[src/verilog/rv_params.svh]
`ifndef RV_PARAMS_SVH
`define RV_PARAMS_SVH

// Datapath and register index widths
`define XLEN   32
`define REG_AW 5

// RV32I opcodes, inst[6:0]
`define OP_R       7'b0110011
`define OP_I_ARITH 7'b0010011
`define OP_LOAD    7'b0000011
`define OP_STORE   7'b0100011
`define OP_LUI     7'b0110111

`define FUNCT3_W   3'b010   // lw / sw width field

// Fetch address after reset
`define RESET_PC   32'h0000_0000

`endif
[src/verilog/regfile.sv]
`include "rv_params.svh"

module regfile
(
  input  logic               clk,
  input  logic               i_we,
  input  logic [`REG_AW-1:0] i_rs1,
  input  logic [`REG_AW-1:0] i_rs2,
  input  logic [`REG_AW-1:0] i_rd,
  input  logic [`XLEN-1:0]   i_rd_data,
  output logic [`XLEN-1:0]   o_rs1_data,
  output logic [`XLEN-1:0]   o_rs2_data
);

  logic [`XLEN-1:0] regs [1:31];  // x0 has no storage

  always_ff @(posedge clk)
  begin
    if (i_we && i_rd != '0)
      regs[i_rd] <= i_rd_data;
  end

  // Old value on a same-cycle write, the pipeline bypasses that case
  assign o_rs1_data = (i_rs1 == '0) ? '0 : regs[i_rs1];
  assign o_rs2_data = (i_rs2 == '0) ? '0 : regs[i_rs2];

  // Written register reads back its new value one cycle later
  a_write_read: assert property (@(posedge clk)
    (i_we && i_rd != '0) |=>
      ((i_rs1 != $past(i_rd) || o_rs1_data == $past(i_rd_data)) &&
       (i_rs2 != $past(i_rd) || o_rs2_data == $past(i_rd_data))))
    else $error("regfile: written register read back wrong");

endmodule

[config.mk]
export PLATFORM = sky130hd
export DESIGN_NAME = regfile
export DESIGN_NICKNAME = d
export VERILOG_FILES = /design/src/verilog/regfile.sv
export VERILOG_INCLUDE_DIRS = /design/src /design/src/verilog
export SDC_FILE = /design/constraint.sdc
export NUM_CORES = 1
export LEC_CHECK = 0
export BUFFER_PORTS_ARGS = -buffer_cell sky130_fd_sc_hd__buf_2
export CELL_PAD_IN_SITES_DETAIL_PLACEMENT = 0
export CELL_PAD_IN_SITES_GLOBAL_PLACEMENT = 1
export CORE_ASPECT_RATIO = 1.2
export CORE_UTILIZATION = 35
export DETAILED_ROUTE_END_ITERATION = 8
export PLACE_DENSITY_LB_ADDON = 0.1
export SLEW_MARGIN = 5
export SYNTH_ARGS = -nofsm -noshare
export SYNTH_HDL_FRONTEND = slang
export SYNTH_SLANG_ARGS = --single-unit
[constraint.sdc]
create_clock -name clk -period 2.8 [get_ports clk]
set_input_delay 0.14 -clock clk [delete_from_list [all_inputs] [get_ports clk]]
set_output_delay 0.14 -clock clk [all_outputs]
set_load 0.005 [all_outputs]
==> impl_metrics.json <==
{
  "outcome": "complete, no violations",
  "hold_depth": 3,
  "syn-num-nets": 2642,
  "clock_sinks": 992,
  "hp-start": "i_rd[2]",
  "drtPass1Iterations": 5,
  "dp_hpwl_mm": 102,
  "leakagePower_nw": 18.4,
  "drv_slew": 0,
  "cts_made_buffers": 109,
  "grt_pass1_wl_mm": 235,
  "worstPathRequired_ns": 2.66,
  "slowest_delay_ns": 0.50,
  "initial_utilization_pct": 35.2,
  "final_cell_mix": "992 x edfxtp_1, 340 x mux4_2, 311 x mux2i_1, 166 x buf_4, 113 x clkbuf_16",
  "ir_drop_mv": 0.450,
  "clockBufferDepth": 3,
  "ios": 113,
  "fp-row-count": 146,
  "routed.top_layer": "met5",
  "regMostFlops": "regs",
  "avgViaCountPerCell": 5.95,
  "largest_reg_flops": 992,
  "grt_max_degree": 38,
  "drv_cap": 0,
  "worstMarginPinSlew_ns": 0.815,
  "track_usage_pct": 25.3,
  "top_regs": "regs: 992 flops",
  "syn_to_final_growth_pct": 18.2,
  "final-setup-viol-count": 0,
  "min_period_ns": 2.75,
  "route.detailed.drc": 0,
  "syn_area_um2": 46500,
  "globalRouteOverflowTotal": 0,
  "wl_met2_mm": 86.5,
  "synth.distinct_cells": 38,
  "crit_buf_inv": 1,
  "cts_root_buf": "clkbuf_16",
  "antenna_cells": 0,
  "clk_pin_slew_ns": 0.06,
  "synthFlopType": "edfxtp_1",
  "netlist_instances": 2593,
  "cts_tree": "built",
  "utilization_pct": 41.7,
  "yosysSeqAreaShare_pct": 64.1,
  "final_common_cell": "edfxtp_1",
  "p_per_area_nw_per_um2": 627,
  "io_buffers": 112,
  "drt-total-wl_mm": 171,
  "coreArea_um2": 132000,
  "nets": 2924,
  "total_power_mw": 34.5,
  "ys_seq_elements": 992,
  "whs_endpoint": "regs[1][28]$_DFFE_PP_",
  "die_x_um": 335,
  "die_y_um": 401,
  "synth_area_per_cell_um2": 17.9,
  "grt_pass1_vias": 29162,
  "ys_warn_count": 0,
  "grt_antenna_before_repair": 7,
  "crit_type": "flop to output pin",
  "fmax_ghz": 0.363,
  "vias": 28156,
  "met1_length_mm": 72.0,
  "arrival_ns": 2.61,
  "start_kind": "flop",
  "postRouteAntennaNets": 0,
  "async_reset_ff_share_pct": 0,
  "layout-drive-gt1-share_pct": 30.7,
  "drtIter0Drc": 2751,
  "routedWlPerCell_um": 36.0,
  "fp.dieArea_um2": 134000,
  "slew_headroom_pct": 45.5,
  "rsz0062_at_grt": "yes",
  "fin_setup_tns_ns": 0,
  "wl_met3_mm": 7.57,
  "synth_edf_count": 992,
  "gp_routability_congestion": 0.771,
  "crit_family": "compound AO/OA/AOI/OAI gates",
  "cp_slowest_cell": "mux4_2",
  "fin_crit_sh_pct": 98.3,
  "min_path_type": "input pin to flop",
  "crit_fanout": 2,
  "crit_chain": "mux4_2, nor2b_4, a211o_1, a311o_1, buf_2",
  "hold_violations": 0,
  "htree_levels": 3,
  "endpoint_kind": "output pin"
}
==> synth_stat cells, types with 15 or more instances <==
library cell  number  area share, %
o21ai_0           17           0.18
nand2_1           86           0.69
nand4_1           17           0.23
nand3_1           51           0.55
a311o_1           31           0.67
mux2_2            28           0.68
clkbuf_1          86           0.69
a31oi_1           15           0.20
and3_1            15           0.20
and2_1            34           0.46
a21oi_1           66           0.71
nor2_1           114           0.92
buf_2             63           0.68
buf_6             20           0.48
buf_4             20           0.32
mux4_2           340             16
a211oi_1          17           0.27
nor2b_1           36           0.48
o21ai_1           15           0.16
mux2i_1          311            6.7
a22oi_1           94            1.5
edfxtp_1         992             64
a22o_1            46           0.87
a211o_1           31           0.58
==> tightest hold or removal path: stages <==
cell and delay [ns]:
buf_2 0.17, or3_1 0.30, nor2_4 0.11
==> repair_timing <==
item                                   in CTS  in global routing
gates resized for setup                     5                  7
setup endpoints to repair                   6                  6
hold buffers                               32                  0
setup buffers                               3                  1
pin swaps                                   6                  6
endpoints found under the hold margin     992                  0
==> cells by family after synthesis <==
| kind of cell | synth area share (%) |
|---|---|
| DFF | 64.1 |
| and+or+nand+nor | 3.78 |
| AOI/OAI and AO/OA | 5.20 |
| muxes | 24.6 |
| buffers and inverters | 2.39 |
==> worst max path at each step <==
| stage | slack [ns] | from | depth (start not counted) | endpoint |
|---|---|---|---|---|
| after floorplan | 0.24 | i_rd[1] | 3 | regs[12][0]$_DFFE_PP_ |
| after global placement | 0.24 | i_rs2[1] | 7 | o_rs2_data[30] |
| after detailed placement | 0.24 | i_rs2[1] | 7 | o_rs2_data[30] |
| after CTS | 0.005 | regs[16][23]$_DFFE_PP_ | 5 | o_rs1_data[23] |
| after global routing | -0.03 | regs[16][28]$_DFFE_PP_ | 6 | o_rs1_data[28] |
| final | 0.05 | regs[22][12]$_DFFE_PP_ | 5 | o_rs1_data[12] |
==> layout make-up <==
| type | instances | area [um^2] |
|---|---|---|
| clock buffer | 138 | 2920 |
| inverter | 1 | 3.75 |
| multi-input combinational | 1397 | 15900 |
| sequential | 992 | 29800 |
| clock inverter | 57 | 643 |
| tap | 1776 | 2220 |
| fill | 11849 | 76900 |
| timing repair buffer | 374 | 3480 |
==> power by group <==
| part | total (mW) | switching [mW] | internal [mW] |
|---|---|---|---|
| Sequential | 16.6 | 0.0761 | 16.5 |
| Clock | 14.6 | 5.93 | 8.68 |
| Combinational | 3.27 | 1.93 | 1.34 |
| Total | 34.5 | 7.93 | 26.5 |
==> layer usage <==
metal,GRT usage (%),vias up
met4,7.26,2
met1,34.0,15485
met5,0,-
met3,2.60,222
li1,-,11448
met2,43.5,999
==> stage by stage <==
stage	hold WS, ns	cells	instance area (um^2)	setup slack [ns]
5_1_grt	0.190	4735	55000	-0.0291
3_5_place_dp	0.640	4504	51000	0.240
4_1_cts	0.145	4734	54900	0.00549
3_3_place_gp	0.626	4504	51000	0.245
2_1_floorplan	0.239	2593	46500	0.240
6_report	0.207	4735	55000	0.0475
No activity file was read; power rests on OpenSTA's default activity.
