===== src/verilog/rv_params.svh =====
`ifndef RV_PARAMS_SVH
`define RV_PARAMS_SVH

// Datapath and register index widths
`define XLEN   32
`define REG_AW 5

// RV32I opcodes, inst[6:0]
`define OP_R       7'b0110011
`define OP_I_ARITH 7'b0010011
`define OP_LOAD    7'b0000011
`define OP_STORE   7'b0100011
`define OP_LUI     7'b0110111

`define FUNCT3_W   3'b010   // lw / sw width field

// Fetch address after reset
`define RESET_PC   32'h0000_0000

`endif

===== src/verilog/rv_pkg.sv =====
package rv_pkg;

  // ALU operations, ALU_ADD first so a zeroed control word adds
  typedef enum logic [2:0] {
    ALU_ADD = 3'd0,
    ALU_SUB = 3'd1,
    ALU_AND = 3'd2,
    ALU_OR  = 3'd3,
    ALU_XOR = 3'd4,
    ALU_SLL = 3'd5
  } alu_op_t;

  // Decoded control bits carried down the pipe, all zero is a bubble
  typedef struct packed {
    logic    lui;       // Operand a forced to zero, b is the U immediate
    logic    alusrc;    // Operand b from the immediate
    logic    memwrite;
    logic    memtoreg;  // Load
    logic    regwrite;
    alu_op_t alu_op;
  } ctrl_t;

  // Operand source for execute
  typedef enum logic [1:0] {
    FWD_REG = 2'd0,  // ID/EX register value
    FWD_MEM = 2'd1,  // EX/MEM ALU result
    FWD_WB  = 2'd2   // Write-back value
  } fwd_sel_t;

endpackage


===== src/verilog/hazard_if.sv =====
`include "rv_params.svh"

interface hazard_if import rv_pkg::*; (input logic clk);

  // Source indices, masked to zero when the field is not a register
  logic [`REG_AW-1:0] id_rs1;
  logic [`REG_AW-1:0] id_rs2;
  logic [`REG_AW-1:0] ex_rs1;
  logic [`REG_AW-1:0] ex_rs2;

  // Destinations further down
  logic [`REG_AW-1:0] ex_rd;
  logic               ex_memtoreg;
  logic [`REG_AW-1:0] mem_rd;
  logic               mem_regwrite;
  logic [`REG_AW-1:0] wb_rd;
  logic               wb_regwrite;

  // Results from the hazard unit
  logic     stall;
  fwd_sel_t fwd_a;
  fwd_sel_t fwd_b;
  logic     byp_rs1;
  logic     byp_rs2;

  modport pipe (
    output id_rs1, id_rs2, ex_rs1, ex_rs2, ex_rd, ex_memtoreg,
    output mem_rd, mem_regwrite, wb_rd, wb_regwrite,
    input  stall, fwd_a, fwd_b, byp_rs1, byp_rs2
  );

  modport unit (
    input  clk,
    input  id_rs1, id_rs2, ex_rs1, ex_rs2, ex_rd, ex_memtoreg,
    input  mem_rd, mem_regwrite, wb_rd, wb_regwrite,
    output stall, fwd_a, fwd_b, byp_rs1, byp_rs2
  );

endinterface


===== src/verilog/hazard_unit.sv =====
`include "rv_params.svh"

module hazard_unit import rv_pkg::*;
(
  hazard_if.unit hz
);

  logic mem_a_hit;
  logic mem_b_hit;
  logic wb_a_hit;
  logic wb_b_hit;

  // Load in execute feeding the instruction in decode
  assign hz.stall = hz.ex_memtoreg && (hz.ex_rd != '0) &&
                    ((hz.ex_rd == hz.id_rs1) || (hz.ex_rd == hz.id_rs2));

  // Producers one and two stages ahead of execute
  assign mem_a_hit = hz.mem_regwrite && (hz.mem_rd != '0) && (hz.mem_rd == hz.ex_rs1);
  assign mem_b_hit = hz.mem_regwrite && (hz.mem_rd != '0) && (hz.mem_rd == hz.ex_rs2);
  assign wb_a_hit  = hz.wb_regwrite && (hz.wb_rd != '0) && (hz.wb_rd == hz.ex_rs1);
  assign wb_b_hit  = hz.wb_regwrite && (hz.wb_rd != '0) && (hz.wb_rd == hz.ex_rs2);

  // Younger result wins
  assign hz.fwd_a = mem_a_hit ? FWD_MEM : (wb_a_hit ? FWD_WB : FWD_REG);
  assign hz.fwd_b = mem_b_hit ? FWD_MEM : (wb_b_hit ? FWD_WB : FWD_REG);

  // Register written back this cycle while decode reads it
  assign hz.byp_rs1 = hz.wb_regwrite && (hz.wb_rd != '0) && (hz.wb_rd == hz.id_rs1);
  assign hz.byp_rs2 = hz.wb_regwrite && (hz.wb_rd != '0) && (hz.wb_rd == hz.id_rs2);

  // The bubble behind a load clears the stall
  a_stall_one_cycle: assert property (@(posedge hz.clk)
    hz.stall |=> !hz.stall)
    else $error("hazard_unit: stall longer than one cycle");

endmodule


===== src/flat_wrapper.sv =====
// flat-port wrapper written by rule: the top's interface ports become plain ports
module hazard_unit_flat import rv_pkg::*;
  (clk, hz_id_rs1, hz_id_rs2, hz_ex_rs1, hz_ex_rs2, hz_ex_rd, hz_ex_memtoreg, hz_mem_rd, hz_mem_regwrite, hz_wb_rd, hz_wb_regwrite, hz_stall, hz_fwd_a, hz_fwd_b, hz_byp_rs1, hz_byp_rs2);
  hazard_if hz_i (.clk(clk));
  input wire logic clk;
  input wire logic [$bits(hz_i.id_rs1)-1:0] hz_id_rs1;
  input wire logic [$bits(hz_i.id_rs2)-1:0] hz_id_rs2;
  input wire logic [$bits(hz_i.ex_rs1)-1:0] hz_ex_rs1;
  input wire logic [$bits(hz_i.ex_rs2)-1:0] hz_ex_rs2;
  input wire logic [$bits(hz_i.ex_rd)-1:0] hz_ex_rd;
  input wire logic [$bits(hz_i.ex_memtoreg)-1:0] hz_ex_memtoreg;
  input wire logic [$bits(hz_i.mem_rd)-1:0] hz_mem_rd;
  input wire logic [$bits(hz_i.mem_regwrite)-1:0] hz_mem_regwrite;
  input wire logic [$bits(hz_i.wb_rd)-1:0] hz_wb_rd;
  input wire logic [$bits(hz_i.wb_regwrite)-1:0] hz_wb_regwrite;
  output wire logic [$bits(hz_i.stall)-1:0] hz_stall;
  output wire logic [$bits(hz_i.fwd_a)-1:0] hz_fwd_a;
  output wire logic [$bits(hz_i.fwd_b)-1:0] hz_fwd_b;
  output wire logic [$bits(hz_i.byp_rs1)-1:0] hz_byp_rs1;
  output wire logic [$bits(hz_i.byp_rs2)-1:0] hz_byp_rs2;
  assign hz_i.id_rs1 = hz_id_rs1;
  assign hz_i.id_rs2 = hz_id_rs2;
  assign hz_i.ex_rs1 = hz_ex_rs1;
  assign hz_i.ex_rs2 = hz_ex_rs2;
  assign hz_i.ex_rd = hz_ex_rd;
  assign hz_i.ex_memtoreg = hz_ex_memtoreg;
  assign hz_i.mem_rd = hz_mem_rd;
  assign hz_i.mem_regwrite = hz_mem_regwrite;
  assign hz_i.wb_rd = hz_wb_rd;
  assign hz_i.wb_regwrite = hz_wb_regwrite;
  assign hz_stall = hz_i.stall;
  assign hz_fwd_a = hz_i.fwd_a;
  assign hz_fwd_b = hz_i.fwd_b;
  assign hz_byp_rs1 = hz_i.byp_rs1;
  assign hz_byp_rs2 = hz_i.byp_rs2;
  hazard_unit u_core (.hz(hz_i));
endmodule

===== config.mk =====
export PLATFORM = sky130hd
export DESIGN_NAME = hazard_unit_flat
export DESIGN_NICKNAME = d
export VERILOG_FILES = /design/src/verilog/rv_pkg.sv /design/src/verilog/hazard_if.sv /design/src/verilog/hazard_unit.sv /design/src/flat_wrapper.sv
export VERILOG_INCLUDE_DIRS = /design/src /design/src/verilog
export SDC_FILE = /design/constraint.sdc
export NUM_CORES = 1
export LEC_CHECK = 0
export BUFFER_PORTS_ARGS = -buffer_cell sky130_fd_sc_hd__buf_2
export CELL_PAD_IN_SITES_DETAIL_PLACEMENT = 1
export CELL_PAD_IN_SITES_GLOBAL_PLACEMENT = 2
export CORE_UTILIZATION = 20
export DETAILED_ROUTE_END_ITERATION = 10
export PLACE_DENSITY_LB_ADDON = 0.1
export SYNTH_ARGS = -nofsm -noshare
export SYNTH_HDL_FRONTEND = slang
export SYNTH_SLANG_ARGS = --single-unit

===== constraint.sdc =====
create_clock -name vclk -period 3.15
set_clock_uncertainty 0.1 [all_clocks]
set_input_delay 0.945 -clock vclk [all_inputs]
set_output_delay 0.945 -clock vclk [all_outputs]
set_load 0.01 [all_outputs]

==> results.toml, run 1 <==
[outcome]
outcome = "finished with violations"
violations = "negative setup slack"

[layout]
syn2layout_area_growth_pct = 95.86
drive_gt1_frac = 0.5984
design.seq.count = 0
regArea_sq_um = 0
clock_buffers = 0
diodes = 0
finalNetCount = 168
fin_util = 0.4226

[routing]
first_pass_iters = 2
wl_um = 2018
routed_via_density = 4.414
drc = 0
vias = 693
post_drt_wl_per_cell_um = 12.85
drtIter0Drc = 9
ant_nets = 0

[die]
fp.dieW_um = 54.17
placeableCoreArea_sq_mm = 0.002522
initial_utilization = 0.2158
dieHeight_um = 54.17
dieArea_sq_mm = 0.002934
rows = 18
io_pins = 46

[worst_hold_path]
holdCritPathClass = "in2out"

[sta]
timing.final.hold_violations = 0
rsz0062_at_grt = "yes"
worst_pin_slew_ps = 247.1
setup_violations = 4
min_period_ps = 3282
slew_headroom = 0.8341
report.final.slew_viol_count = 0
fin_crit_sh = 1.042
layout_setup_ws_ps = -131.7
fmax_ghz = 0.3047
fin_setup_tns_ps = -395.9

[synth]
yosys.cell_types.count = 13
synth.area.top_cells = "xor2_1 39%, xnor2_1 26%, or4_1 6.9%, nand3_1 5.5%, nor4_1 4.6%"
synthCells = 70
avgSynthCellArea_sq_um = 7.775
yosysTopAreaCell = "xor2_1"
synthesis.area_sq_um = 544.3
yosys.cell_count.top_type = "xor2_1"
synth_top_area_frac = 0.3862
synthTopCellsByCount = "24 x xor2_1, 16 x xnor2_1, 6 x nand3_1, 5 x or4_1"
yosysWarnings = 0
synth_fp_nets = 109
ys_seq_area_frac = 0

[global_route]
grt_use_met3 = 0.002825
overflow = 0
grt_max_degree = 5
first_global_vias = 678
grt_pass1_wl_um = 3036
met2_usage = 0.2419
antenna_found_initial = 0
grt_usage = 0.1414
use_met1 = 0.2059
grt_busiest_layer = "met2"

[place]
hpwlAfterDp_um = 1703
port_buffers = 45
gp_congestion = 0.7229

[worst_setup_path]
worstPathMaxFanout = 4
crit_type = "in2out"
arrival_ps = 2240
setup.worst_path.end_class = "primary output"
start_kind = "primary input"
worstPathRequired_ps = 2100

[job]
maxCapViolCount = 0

[power]
powerDensity_mw_per_mm2 = 129.8
power_leakage_uw = 0.0004765
vdd_ir_drop_max_uv = 57.58

[clock_network]
cts_hold_buf = 0
-- cell families after synthesis --
kind of cell | Yosys count | synth area share
AO/OA/AOI/OAI | 4 | 0.04365
XOR/XNOR | 40 | 0.6437
AND/OR/NAND/NOR | 19 | 0.2345
buffers and inverters | 7 | 0.07816
-- critical path, cell delays in order --
cell	delay, ps
buf_8	100
buf_12	120
xor2_1	130
or4_4	520
nor4_2	260
buf_2	160
-- where the power goes --
part,internal (uW),leakage [uW],switching [uW],total [uW]
sequential,0,0,0,0
combinational,75.7,0.000476,62.7,138
clock,0,0,0,0
total,75.7,0.000476,62.7,138
-- worst paths after layout --
kind | startpoint | to | slack (ps) | cells past startpoint
max | hz_wb_rd[2] | hz_fwd_a[1] | -130 | 6
min | hz_ex_memtoreg | hz_stall | 2120 | 4
-- final cells by class --
type / instances / area [sq um]
repair buffers: 64 / 450.4
fillers: 318 / 1456
multi-input cells: 63 / 578.1
well taps: 30 / 37.54
-- stage by stage --
step	worst slack [ps]	total power [uW]	instance area (sq um)	instances	hold slack, ps
after floorplan	49.10	54.83	544.3	70	1903
after global placement	-176.3	109.4	867.1	150	2113
after detailed placement	-208.1	111.7	867.1	150	2121
after CTS	-157.2	128.7	978.4	153	2123
after global routing	-170.2	150.7	1066	157	2142
final	-131.7	138.4	1066	157	2117
-- per-layer routing --
metal | part of all wire | wire length [um] | vias to the layer above
met4 | 0 | 0 | 0
met5 | 0 | 0 | -
li1 | - | - | 354
met2 | 0.52 | 1040 | 21
met1 | 0.44 | 894 | 318
met3 | 0.041 | 83 | 0
-- repair_timing --
| action | in CTS | in global routing |
|---|---|---|
| gates resized for setup | 16 | 12 |
| endpoints found under the setup margin | 5 | 6 |
| setup buffers | 3 | 4 |
| pin swaps | 8 | 3 |
| cloned | 0 | 0 |
-- cells in the final DEF, fill, tap and decap left out, types with 2 or more instances in the layout --
cell,synthesis,final
nand3_1,6,6
buf_6,0,12
nor3_1,2,2
xnor2_1,16,16
buf_4,3,12
xor2_1,24,24
or4_4,0,4
o21ai_4,0,2
buf_2,4,38
nor4_4,0,2
nor4_2,2,4
Note: power is estimated with default switching activity, not from simulation.
==> inputs of run 2 (changes only) <==
--- a/config.mk
+++ b/config.mk
@@ -7,10 +7,12 @@
 export NUM_CORES = 1
 export LEC_CHECK = 0
 export BUFFER_PORTS_ARGS = -buffer_cell sky130_fd_sc_hd__buf_2
+export CAP_MARGIN = 0
 export CELL_PAD_IN_SITES_DETAIL_PLACEMENT = 1
 export CELL_PAD_IN_SITES_GLOBAL_PLACEMENT = 2
 export CORE_UTILIZATION = 20
 export DETAILED_ROUTE_END_ITERATION = 10
+export GPL_TIMING_DRIVEN = 1
 export PLACE_DENSITY_LB_ADDON = 0.1
 export SYNTH_ARGS = -nofsm -noshare
 export SYNTH_HDL_FRONTEND = slang
==> constraint.sdc (replaced) <==
create_clock -name vclk -period 3.42
set_clock_uncertainty 0.1 [all_clocks]
set_input_delay 1.026 -clock vclk [all_inputs]
set_output_delay 1.026 -clock vclk [all_outputs]
set_load 0.01 [all_outputs]
==> run 2 against run 1 <==
Compared with the run above:
- the flow still finishes with violations (negative setup slack)
- final cell count fell by 1.3%
- sequential share of layout area did not move
- wire length rose by 1.6%
- die area did not move
- core utilization fell by 2.6 points
- worst setup slack improved by 86 ps
- largest power group unchanged
==> results.toml, run 2 (synthesis gave the netlist of run 1 again) <==
[power]
clock_power_share = 0
swShare = 0.4594
power_leakage_uw = 0.0004546
p_int_uw = 65.32
power_uw = 120.8
switchingPower_uw = 55.52
vdd_ir_drop_max_uv = 44.83
p_comb_frac = 1.000
p_seq_frac = 0
powerDensity_mw_per_mm2 = 120.9

[die]
dieArea_sq_mm = 0.002934
fp.dieW_um = 54.17
rows = 18
io_pins = 46
initial_utilization = 0.2158
placeableCoreArea_sq_mm = 0.002522
dieHeight_um = 54.17

[layout]
regArea_sq_um = 0
multi_input_area_sq_um = 550.5
syn2layout_area_growth_pct = 83.68
finalNetCount = 166
fillers = 317
clock_buffers = 0
drive_gt1_frac = 0.5600
design.seq.count = 0
final_cell_mix = "40 x buf_2, 24 x xor2_1, 16 x xnor2_1"
mostFrequentLayoutCell = "buf_2"
diodes = 0

[worst_hold_path]
holdCritPathClass = "in2out"
min-delay-start = "hz_ex_memtoreg"
holdPathStages = 4
worstHoldEndpoint = "hz_stall"

[sta]
worst_pin_slew_ps = 304.2
fin_crit_sh = 1.013
layout_setup_ws_ps = -45.53
fmax_ghz = 0.2886
report.final.slew_viol_count = 0
rsz0062_at_grt = "yes"
whs_ps = 2276
min_period_ps = 3466
setup_violations = 2
timing.final.hold_violations = 0
slew_headroom = 0.7954

[worst_setup_path]
crit_top_cell = "buf_6"
setup.worst_path.end_class = "primary output"
arrival_ps = 2340
critical_path.slowest_cell = "or4_4"
crit_type = "in2out"
worstPathMaxFanout = 3
start_kind = "primary input"
path_cells = "buf_6 -> buf_6 -> xor2_1 -> or4_4 -> nor4_2 -> buf_2"
worstPathRequired_ps = 2290
critPathMaxStageDelay_ps = 540

[job]
maxCapViolCount = 0

[place]
hpwlAfterDp_um = 1728
port_buffers = 45
gp_congestion = 0.7232

[routing]
drc = 0
ant_nets = 0
vias = 690
routed_via_density = 4.452
drtIter0Drc = 3
wl_um = 2051
post_drt_wl_per_cell_um = 13.23
first_pass_iters = 2

[global_route]
grt_max_degree = 5
first_global_vias = 681
overflow = 0
grt_pass1_wl_um = 3084
grt_usage = 0.1477
antenna_found_initial = 0

[outcome]
outcome = "finished with violations"
violations = "negative setup slack"

[clock_network]
cts_hold_buf = 0
## run 2: cell types whose count changed in the layout (fill, tap and decap cells not counted), moves of 2 or more
cell	change
buf_2	+2
nor4_1	+2
buf_6	-3
or4_4	-2
nor4_2	-2
or4_1	+2
## run 2: worst max-delay path: cells and delay by family
family        cells  cell delay (ps)
simple gates      2              800
xor+xnor          1              150
buf+inv           3              360
## run 2: power groups by stage
| stage | logic (uW) | registers [uW] | clock network [uW] |
|---|---|---|---|
| CTS | 119 | 0 | 0 |
| finish | 121 | 0 | 0 |
| floorplan | 50.5 | 0 | 0 |
| detailed placement | 103 | 0 | 0 |
| global route | 131 | 0 | 0 |
| global placement | 101 | 0 | 0 |
## run 2: repair_timing
item                                    CTS  global route
buffers inserted                          5             0
resized for setup                        14             5
pin swaps                                10             0
endpoints found under the setup margin    3             3
## run 2: final cells by class
cell class | count | share of cell area
timing repair buffer | 62 | 0.4118
multi-input combinational | 63 | 0.5507
tap | 30 | 0.03755
## run 2: routing by layer
layer | GRT usage | share of wire | routed length (um)
met3 | 0 | 0.036 | 74
met2 | 0.2785 | 0.50 | 1035
met1 | 0.1961 | 0.46 | 941
met4 | 0 | 0 | 0
met5 | 0 | 0 | 0
## run 2: how the worst max path moves through the flow
| stage | startpoint | end | slack (ps) | cells past startpoint |
|---|---|---|---|---|
| CTS | hz_wb_rd[4] | hz_fwd_a[1] | -50 | 6 |
| floorplan | hz_wb_rd[3] | hz_fwd_a[1] | 160 | 5 |
| finish | hz_wb_rd[4] | hz_fwd_a[1] | -50 | 6 |
| global placement | hz_mem_rd[4] | hz_fwd_a[1] | -70 | 6 |
| global route | hz_wb_rd[4] | hz_fwd_a[1] | -110 | 6 |
| detailed placement | hz_mem_rd[4] | hz_fwd_b[1] | -100 | 6 |
## run 2: through the flow
step / TNS, ps / cell area (sq um) / setup WS (ps) / std cells / utilization
after detailed placement: -199.7 / 867.1 / -100.6 / 150 / 0.3438
after global routing: -191.9 / 999.7 / -111.3 / 155 / 0.3963
after floorplan: 0 / 544.3 / 157.1 / 70 / -
final: -64.81 / 999.7 / -45.53 / 155 / 0.3963
after global placement: -116.6 / 867.1 / -68.41 / 150 / 0.3438
after CTS: -80.78 / 977.2 / -54.23 / 155 / 0.3874
