[src/verilog/rv_params.svh]
`ifndef RV_PARAMS_SVH
`define RV_PARAMS_SVH

// Datapath and register index widths
`define XLEN   32
`define REG_AW 5

// RV32I opcodes, inst[6:0]
`define OP_R       7'b0110011
`define OP_I_ARITH 7'b0010011
`define OP_LOAD    7'b0000011
`define OP_STORE   7'b0100011
`define OP_LUI     7'b0110111

`define FUNCT3_W   3'b010   // lw / sw width field

// Fetch address after reset
`define RESET_PC   32'h0000_0000

`endif
[src/verilog/rv_pkg.sv]
package rv_pkg;

  // ALU operations, ALU_ADD first so a zeroed control word adds
  typedef enum logic [2:0] {
    ALU_ADD = 3'd0,
    ALU_SUB = 3'd1,
    ALU_AND = 3'd2,
    ALU_OR  = 3'd3,
    ALU_XOR = 3'd4,
    ALU_SLL = 3'd5
  } alu_op_t;

  // Decoded control bits carried down the pipe, all zero is a bubble
  typedef struct packed {
    logic    lui;       // Operand a forced to zero, b is the U immediate
    logic    alusrc;    // Operand b from the immediate
    logic    memwrite;
    logic    memtoreg;  // Load
    logic    regwrite;
    alu_op_t alu_op;
  } ctrl_t;

  // Operand source for execute
  typedef enum logic [1:0] {
    FWD_REG = 2'd0,  // ID/EX register value
    FWD_MEM = 2'd1,  // EX/MEM ALU result
    FWD_WB  = 2'd2   // Write-back value
  } fwd_sel_t;

endpackage

[src/verilog/alu.sv]
`include "rv_params.svh"

module alu import rv_pkg::*;
(
  input  logic [`XLEN-1:0] i_a,
  input  logic [`XLEN-1:0] i_b,
  input  alu_op_t          i_op,
  output logic [`XLEN-1:0] o_result
);

  logic [4:0] shamt;

  assign shamt = i_b[4:0];  // Shift by low five bits only

  always_comb
  begin
    case (i_op)
      ALU_ADD: o_result = i_a + i_b;
      ALU_SUB: o_result = i_a - i_b;
      ALU_AND: o_result = i_a & i_b;
      ALU_OR:  o_result = i_a | i_b;
      ALU_XOR: o_result = i_a ^ i_b;
      ALU_SLL: o_result = i_a << shamt;
      default: o_result = '0;
    endcase
  end

endmodule

[config.mk]
export PLATFORM = sky130hd
export DESIGN_NAME = alu
export DESIGN_NICKNAME = d
export VERILOG_FILES = /design/src/verilog/rv_pkg.sv /design/src/verilog/alu.sv
export VERILOG_INCLUDE_DIRS = /design/src /design/src/verilog
export SDC_FILE = /design/constraint.sdc
export NUM_CORES = 1
export LEC_CHECK = 0
export ABC_CLOCK_PERIOD_IN_PS = 6100
export BUFFER_PORTS_ARGS = -buffer_cell sky130_fd_sc_hd__clkbuf_2
export CORE_ASPECT_RATIO = 0.6
export CORE_MARGIN = 5
export CORE_UTILIZATION = 45
export DETAILED_ROUTE_END_ITERATION = 8
export PLACE_DENSITY_LB_ADDON = 0.2
export SYNTH_ARGS = -nofsm -noshare
export SYNTH_HDL_FRONTEND = slang
export SYNTH_SLANG_ARGS = --single-unit
[constraint.sdc]
create_clock -name vclk -period 6.1
set_input_delay 0.305 -clock vclk [all_inputs]
set_output_delay 0.305 -clock vclk [all_outputs]
set_load 0.005 [all_outputs]
==> run metrics, run 1 <==
status=completed; die area=16,200 um2; Iter 0 DRT Violations=960; CP peak stage delay=0.54 ns; worst-path fanout max=15; DRT Wirelength=23,800 um; diode count=0; detailed-route via count=7,166; nets=1,116; initial antenna violation count=0; post-CTS setup buffers=0; Yosys cell types=63; grt ovf=0; largest net degree at the start of global routing=57; area delta synth->final=9.23%; top cells by area, synth=ha_1 20%, a21oi_1 6.9%, mux4_2 6.6%; post_cts resized=0; Switching Fraction=61.1%; Fillers=1,417; Routed Antenna Nets=0; VDD IR max=0.0369 mV; syn nets=1,064; Worst setup EP type=output pin; Die Wd=161 um; Worst EP required=5.79 ns; max-slew violations=0; GP Congestion=0.972; synthesized area=6170 um2; clock share of power=0%; Slew @ Worst Pin=0.934 ns; drt drc=0; Synth top area share=19.7%; most frequent cells in the layout=99 x clkbuf_2, 97 x ha_1, 87 x nand2_1, 85 x a21oi_1, 83 x nor2_1; WL/cell=21.2 um; Internal Pwr Total=273 uW; Fmax=189 MHz; worst min path class=primary input to output pin; boundary pin count=99; final setup vio count=0; area leader, netlist=ha_1; max_cap viols=0; first-pass GRT wire length=37,000 um; cells after synthesis=899; Synth warnings=0; post-route insts no fill=1,124; P_sw=429 uW; Final min period=5.28 ns; Initial Util=45.5%; Die Span Y=101 um; CP startpoint kind=primary input; post-DP HPWL=18,800 um; Seq Cell Count=0; slew margin rel.=37.1%; core area=13,500 um2; Seq/Total Area, Yosys=0%; syn avg cell area=6.86 um2; Clock buffer cells=0; placed cells=1,124; CP Class=primary input to output pin; I/O Buffers=99; vias in the first global route=6,424; Logic pwr share=100.0%; sequential share of power=0%; most common cell after layout, fill and taps aside=clkbuf_2; final worst path period share=86.5%; RSZ-0062 raised after global routing=no; fin area=6740 um2; crit path cell chain=clkbuf_2, inv_1, ha_1, nand2_1, nor4_1, inv_1, nor2_1, a31oi_1, xnor2_1, ha_1, nand3_1, a211oi_1, o41ai_1, nand4_1, a31oi_1, o21ai_1, a21oi_1, or3b_1, clkbuf_2; row count=33; Leak Pwr=0.00323 uW; critical path's slowest cell=o21ai_1; PwrDens=104 nW/um2; CTS Hold Buffers Added=0; Vias/cell=6.38; proportion of layout cells with a drive suffix above 1=15.7%; register area=0 um2; critical path arrival=4.97 ns; setup TNS=0 ns; Hold Violations, Final=0; worst hold path cell count=3; Placed Instance Area=6740 um2; DRT Pass-1 Iters=7; GRT Overall Usage=28.4%
==> critical path, delay by kind of cell <==
family	cells	cell delay [ns]
AND/OR/NAND/NOR	6	1.62
adder cells (fa/ha/maj)	2	0.72
buffers and inverters	4	0.79
AO/OA/AOI/OAI	6	1.35
XOR/XNOR	1	0.17
==> path summary, 6_finish.rpt <==
path,startpoint,endpoint
max,i_b[0],o_result[31]
min,i_op[2],o_result[1]
==> cells in the mapped netlist (all sizes together), types with 2 or more instances <==
cell     n
and2     8
buf     17
a21oi   85
nor4     6
and3     7
a221oi   3
mux2     3
inv     81
a41oi    6
nand2   87
mux4    18
a22oi    8
clkbuf  45
a22o     2
nand3   15
o311a    3
nand2b   9
a211oi   7
a21o    20
mux2i   38
nand4   14
a21boi   2
o31ai    4
o211ai  10
nor2b    7
or2      6
xnor2   39
o21ai   65
ha      97
a221o    3
nor2    83
xor2    12
a31oi   17
nor3     9
o22ai    4
nor3b    4
o221ai  10
a222oi  18
nand3b   3
a211o    3
o21a     5
o41ai    5
==> layout make-up <==
class,instances,area (um2),area share (%)
Inverter,81,304,4.51
Multi-Input combinational cell,756,5620,83.4
Tap cell,175,219,3.25
Timing Repair Buffer,112,593,8.81
==> layer usage <==
metal | track usage, % | share of wire, % | vias up
li1 | - | - | 3394
met1 | 45.1 | 49 | 3334
met2 | 39.5 | 38 | 415
met3 | 6.09 | 12 | 23
met4 | 3.28 | 0.98 | 0
met5 | 0 | 0 | -
==> metrics by stage <==
| stage | setup slack (ns) | utilization (%) | hold slack, ns | total power, uW |
|---|---|---|---|---|
| after global placement | 1.12 | 49.7 | 1.04 | 687 |
| after floorplan | 1.41 | - | 0.693 | 463 |
| after detailed placement | 1.05 | 49.7 | 1.04 | 683 |
| final | 0.822 | 49.7 | 1.05 | 703 |
| after global routing | 0.548 | 49.7 | 1.10 | 766 |
| after CTS | 1.03 | 49.7 | 1.05 | 686 |
==> power by group through the flow <==
| stage | registers (uW) | clock network, uW | logic [uW] |
|---|---|---|---|
| final | 0 | 0 | 703 |
| after global routing | 0 | 0 | 766 |
| after CTS | 0 | 0 | 686 |
| after detailed placement | 0 | 0 | 683 |
| after global placement | 0 | 0 | 687 |
| after floorplan | 0 | 0 | 463 |
==> logic make-up (layout without fill, tap and decap cells) <==
group                      count (synthesis)  count (layout)  share of synthesized area (%)
AOI/OAI and AO/OA                        287             287                           30.2
and+or+nand+nor                          261             261                           20.0
buffers and inverters                    143             193                           9.07
adders and majority gates                 98              98                           20.0
muxes                                     59              59                           13.3
xor gates and xnor gates                  51              51                           7.37
No activity file was read; power rests on OpenSTA's default activity.
==> inputs of run 2 (changes only) <==
--- a/config.mk
+++ b/config.mk
@@ -9,10 +9,10 @@
 export ABC_CLOCK_PERIOD_IN_PS = 6100
 export BUFFER_PORTS_ARGS = -buffer_cell sky130_fd_sc_hd__clkbuf_2
 export CORE_ASPECT_RATIO = 0.6
-export CORE_MARGIN = 5
+export CORE_MARGIN = 1.5
 export CORE_UTILIZATION = 45
 export DETAILED_ROUTE_END_ITERATION = 8
-export PLACE_DENSITY_LB_ADDON = 0.2
+export PLACE_DENSITY = 0.66
 export SYNTH_ARGS = -nofsm -noshare
 export SYNTH_HDL_FRONTEND = slang
 export SYNTH_SLANG_ARGS = --single-unit
==> run metrics, run 2 (synthesis results as in run 1) <==
die area=14,400 um2 (was 16,200 um2); core area=13,100 um2 (was 13,500 um2); CP peak stage delay=0.69 ns (was 0.54 ns); RSZ-0062 raised after global routing=no (unchanged); Seq Cell Count=0 (unchanged); detailed-route via count=7,105 (was 7,166); I/O Buffers=99 (unchanged); Hold Violations, Final=0 (unchanged); area delta synth->final=9.25% (was 9.23%); Fillers=1,332 (was 1,417); setup TNS=0 ns (unchanged); Iter 0 DRT Violations=942 (was 960); final worst path period share=82.8% (was 86.5%); WL/cell=20.9 um (was 21.2 um); Final min period=5.05 ns (was 5.28 ns); max_cap viols=0 (unchanged); PwrDens=105 nW/um2 (was 104 nW/um2); post-DP HPWL=18,200 um (was 18,800 um); grt ovf=0 (unchanged); Vias/cell=6.34 (was 6.38); Die Span Y=93.7 um (was 101 um); final setup vio count=0 (unchanged); GP Congestion=1.00 (was 0.972); Routed Antenna Nets=0 (unchanged); VDD IR max=0.0443 mV (was 0.0369 mV); row count=32 (was 33); proportion of layout cells with a drive suffix above 1=15.8% (was 15.7%); worst min path class=primary input to output pin (unchanged); critical path arrival=4.75 ns (was 4.97 ns); CP Class=primary input to output pin (unchanged); crit path cell chain=clkbuf_2, inv_1, ha_1, nand2_1, nor4_1, inv_1, nor4_1, buf_4, nor2_1, xnor2_1, ha_1, o21ai_0, nand2b_1, a21oi_1, a31oi_1, a211oi_1, a21oi_1, xnor2_1, o211ai_1, clkbuf_2 (was clkbuf_2, inv_1, ha_1, nand2_1, nor4_1, inv_1, nor2_1, a31oi_1, xnor2_1, ha_1, nand3_1, a211oi_1, o41ai_1, nand4_1, a31oi_1, o21ai_1, a21oi_1, or3b_1, clkbuf_2); status=completed (unchanged); post_cts resized=0 (unchanged); max-slew violations=0 (unchanged); initial antenna violation count=0 (unchanged); Initial Util=47.1% (was 45.5%); fin area=6740 um2 (about the same); DRT Wirelength=23,400 um (was 23,800 um); CTS Hold Buffers Added=0 (unchanged); Fmax=198 MHz (was 189 MHz); Leak Pwr=0.00324 uW (was 0.00323 uW); largest net degree at the start of global routing=56 (was 57); DRT Pass-1 Iters=8 (was 7); Die Wd=154 um (was 161 um); nets=1,117 (was 1,116); critical path's slowest cell=a211oi_1 (was o21ai_1); boundary pin count=99 (unchanged); register area=0 um2 (unchanged); post-CTS setup buffers=0 (unchanged); most common cell after layout, fill and taps aside=clkbuf_2 (unchanged); first-pass GRT wire length=36,100 um (was 37,000 um); Clock buffer cells=0 (unchanged); diode count=0 (unchanged); CP startpoint kind=primary input (unchanged); vias in the first global route=6,223 (was 6,424); Placed Instance Area=6740 um2 (about the same); multi-input logic area=5620 um2 (unchanged); most frequent cells in the layout=99 x clkbuf_2, 97 x ha_1, 87 x nand2_1, 85 x a21oi_1, 83 x nor2_1 (unchanged); GRT Overall Usage=31.8% (was 28.4%); slew margin rel.=36.5% (was 37.1%); Worst setup EP type=output pin (unchanged); Worst EP required=5.79 ns (about the same); Largest delay share family, worst path=compound AO/OA/AOI/OAI gates (was simple AND/OR/NAND/NOR gates); Final Util=51.5% (was 49.7%); Slew @ Worst Pin=0.943 ns (was 0.934 ns); drt drc=0 (unchanged); worst-path fanout max=15 (unchanged); crit path buf inv count=5 (was 4)
==> run 2: cell count changes in the layout (fill, tap and decap cells not counted), sizes merged <==
cell	delta
buf	+1
==> run 2: metal layers <==
layer / track usage [%] / wire (um)
met5: 0 / 0
met4: 3.96 / 310
met1: 51.2 / 11500
met2: 42.6 / 8400
met3: 6.83 / 3160
==> run 2: worst paths after layout <==
| check | start | end | depth (start not counted) |
|---|---|---|---|
| max | i_b[0] | o_result[29] | 20 |
| min | i_op[2] | o_result[1] | 3 |
==> run 2: power breakdown <==
group | switching [uW] | internal [uW] | total (uW)
logic | 436 | 275 | 710
clock network | 0 | 0 | 0
registers | 0 | 0 | 0
total | 436 | 275 | 710
==> run 2: area by class of cell <==
| cell class | count | share of cell area [%] |
|---|---|---|
| inverter | 81 | 4.51 |
| multi-input combinational | 756 | 83.4 |
| tap | 170 | 3.16 |
| timing repair buffer | 113 | 8.92 |
==> run 2: metrics by stage <==
step	power (uW)	hold WS [ns]	cells	setup slack [ns]
3_5_place_dp	683	1.01	1120	1.18
2_1_floorplan	463	0.693	899	1.41
3_3_place_gp	685	1.01	1120	1.28
4_1_cts	688	1.01	1120	1.18
6_report	710	1.00	1120	1.05
5_1_grt	772	1.05	1120	0.606
==> inputs of run 3 (changes only) <==
--- a/config.mk
+++ b/config.mk
@@ -6,13 +6,14 @@
 export SDC_FILE = /design/constraint.sdc
 export NUM_CORES = 1
 export LEC_CHECK = 0
-export ABC_CLOCK_PERIOD_IN_PS = 6100
+export ABC_AREA = 1
+export ABC_CLOCK_PERIOD_IN_PS = 4450
 export BUFFER_PORTS_ARGS = -buffer_cell sky130_fd_sc_hd__clkbuf_2
 export CORE_ASPECT_RATIO = 0.6
 export CORE_MARGIN = 1.5
 export CORE_UTILIZATION = 45
 export DETAILED_ROUTE_END_ITERATION = 8
-export PLACE_DENSITY = 0.66
+export PLACE_DENSITY = 0.68
 export SYNTH_ARGS = -nofsm -noshare
 export SYNTH_HDL_FRONTEND = slang
 export SYNTH_SLANG_ARGS = --single-unit
==> constraint.sdc (replaced) <==
create_clock -name vclk -period 4.45
set_input_delay 0.2225 -clock vclk [all_inputs]
set_output_delay 0.2225 -clock vclk [all_outputs]
set_load 0.005 [all_outputs]
==> run metrics, run 3 <==
drt drc=0 (unchanged); Initial Util=46.6% (was 47.1%); most common cell after layout, fill and taps aside=nand2_1 (was clkbuf_2); CP startpoint kind=primary input (unchanged); Synth top area share=26.2% (was 19.7%); Yosys cell types=37 (was 63); post-DP HPWL=23,100 um (was 18,200 um); final worst path period share=86.9%; multi-input logic area=5870 um2 (was 5620 um2); DRT Pass-1 Iters=6 (was 8); top cells by area, synth=nand2_1 26%, ha_1 18%, nand3_1 17% (was ha_1 20%, a21oi_1 6.9%, mux4_2 6.6%); Routed Antenna Nets=0 (unchanged); most frequent cells in the layout=478 x nand2_1, 229 x nand3_1, 199 x inv_1, 104 x nor2_1, 99 x clkbuf_2 (was 99 x clkbuf_2, 97 x ha_1, 87 x nand2_1, 85 x a21oi_1, 83 x nor2_1); DRT Wirelength=27,400 um (was 23,400 um); proportion of layout cells with a drive suffix above 1=9.78% (was 15.8%); VDD IR max=0.0663 mV (was 0.0443 mV); Worst EP required=4.23 ns (was 5.79 ns); status=completed (unchanged); synthesized area=6840 um2 (was 6170 um2); grt ovf=0 (unchanged); Leak Pwr=0.00450 uW (was 0.00324 uW); count leader, synth=nand2_1 (was ha_1); Die Wd=162 um (was 154 um); worst hold path cell count=5 (was 3); WL/cell=16.9 um (was 20.9 um); Synth top cells by count=478 x nand2_1, 229 x nand3_1, 199 x inv_1 (was 97 x ha_1, 87 x nand2_1, 85 x a21oi_1); post_cts resized=0 (unchanged); post-CTS setup buffers=0 (unchanged); cells after synthesis=1,353 (was 899); Slew @ Worst Pin=1.23 ns (was 0.943 ns); Seq/Total Area, Yosys=0% (unchanged); Synth warnings=0 (unchanged); Final min period=3.87 ns; core area=14,700 um2 (was 13,100 um2); syn avg cell area=5.06 um2 (was 6.86 um2); largest net degree at the start of global routing=38 (was 56); Hold EP=o_result[0] (was o_result[1]); CP Class=primary input to output pin (unchanged); register area=0 um2 (unchanged); initial antenna violation count=0 (unchanged); Fillers=1,692 (was 1,332); Vias/cell=5.57 (was 6.34); setup TNS=0 ns (unchanged); critical path arrival=3.64 ns (was 4.75 ns); PwrDens=130 nW/um2 (was 105 nW/um2); first-pass GRT wire length=42,700 um (was 36,100 um); Fmax=259 MHz; max-slew violations=0 (unchanged); worst min path class=primary input to output pin (unchanged); Seq Cell Count=0 (unchanged); die area=16,000 um2 (was 14,400 um2); area delta synth->final=9.21% (was 9.25%); GP Congestion=1.06 (was 1.00); Die Span Y=98.5 um (was 93.7 um); Final Util=50.9% (was 51.5%); syn nets=1,518 (was 1,064); worst-path fanout max=37 (was 15); Hold Path Origin=i_a[0] (was i_op[2]); CTS Hold Buffers Added=0 (unchanged); Clock buffer cells=0 (unchanged); row count=34 (was 32); Iter 0 DRT Violations=1,065 (was 942); GRT Overall Usage=33.7% (was 31.8%); slew margin rel.=18.1% (was 36.5%); boundary pin count=99 (unchanged); final setup vio count=0 (unchanged); Worst setup EP type=output pin (unchanged); nets=1,588 (was 1,117); max_cap viols=0 (unchanged); I/O Buffers=99 (unchanged); detailed-route via count=9,011 (was 7,105); RSZ-0062 raised after global routing=no (unchanged); area leader, netlist=nand2_1 (was ha_1); Hold Violations, Final=0 (unchanged); vias in the first global route=7,730 (was 6,223); diode count=0 (unchanged)
[run 3: cell types whose count changed after synthesis, moves of 19 or more]
cell,previous run,this run
nand2_1,87,478
nand3_1,15,229
inv_1,80,199
o21ai_0,60,18
a21oi_1,85,44
mux2i_1,38,0
xnor2_1,38,1
clkbuf_1,45,18
nor2_1,83,104
a21o_1,20,1
[run 3: logic make-up after synthesis]
| logic type | Yosys count | synth area share [%] |
|---|---|---|
| simple gates | 862 | 53.6 |
| buf+inv | 249 | 14.2 |
| compound gates | 117 | 10.7 |
| fa+ha+maj | 98 | 18.0 |
| xor+xnor | 27 | 3.56 |
[run 3: power breakdown]
part | total [uW] | switching (uW) | internal, uW | leakage [uW]
combinational | 972 | 653 | 319 | 0.00450
clock | 0 | 0 | 0 | 0
sequential | 0 | 0 | 0 | 0
total | 972 | 653 | 319 | 0.00450
[run 3: worst max path at each step]
stage / start / end / slack, ns / cells after the start
6_report: i_b[1] / o_result[26] / 0.58 / 25
5_1_grt: i_b[4] / o_result[26] / 0.36 / 24
4_1_cts: i_b[4] / o_result[26] / 0.74 / 24
3_5_place_dp: i_b[4] / o_result[26] / 0.76 / 24
3_3_place_gp: i_b[4] / o_result[28] / 0.72 / 19
2_1_floorplan: i_b[1] / o_result[14] / 1.63 / 19
[run 3: layout make-up]
cell class | instances | share of cell area, %
inverters | 208 | 10.5
multi-input cells | 1104 | 78.6
well taps | 198 | 3.31
repair buffers | 109 | 7.63
[run 3: metal layers]
layer	vias to the layer above	wire length (um)	GRT usage, %
met5	-	0	0
met4	0	336	3.03
met3	24	3460	8.25
met2	506	10600	49.1
met1	3980	13000	51.0
li1	4501	-	-
[run 3: critical path, cell delays in order]
cell	delay (ns)
clkbuf_2	0.10
inv_2	0.05
buf_4	0.36
nand3_1	0.25
nor2_4	0.18
nand2_2	0.11
nor2_2	0.10
nand3_2	0.10
inv_2	0.10
nand2_1	0.06
nand2_1	0.07
nand2_1	0.05
nand2_1	0.08
inv_1	0.05
ha_1	0.40
nand2_1	0.13
nor2_1	0.23
nand2_1	0.18
nor3_1	0.17
nand2_1	0.17
nand3b_1	0.13
nand2_1	0.06
nand3_1	0.09
nand2_1	0.08
clkbuf_2	0.12
[run 3: stage by stage]
stage                     hold slack, ns  instance area [um2]  total power (uW)  worst slack [ns]  cells
final                              0.979                 7470               972             0.583   1619
after detailed placement           0.976                 7470               940             0.757   1619
after CTS                          0.978                 7470               945             0.742   1619
after floorplan                    0.674                 6840               628              1.63   1353
after global routing                1.04                 7470              1080             0.357   1619
after global placement             0.972                 7470               936             0.717   1619
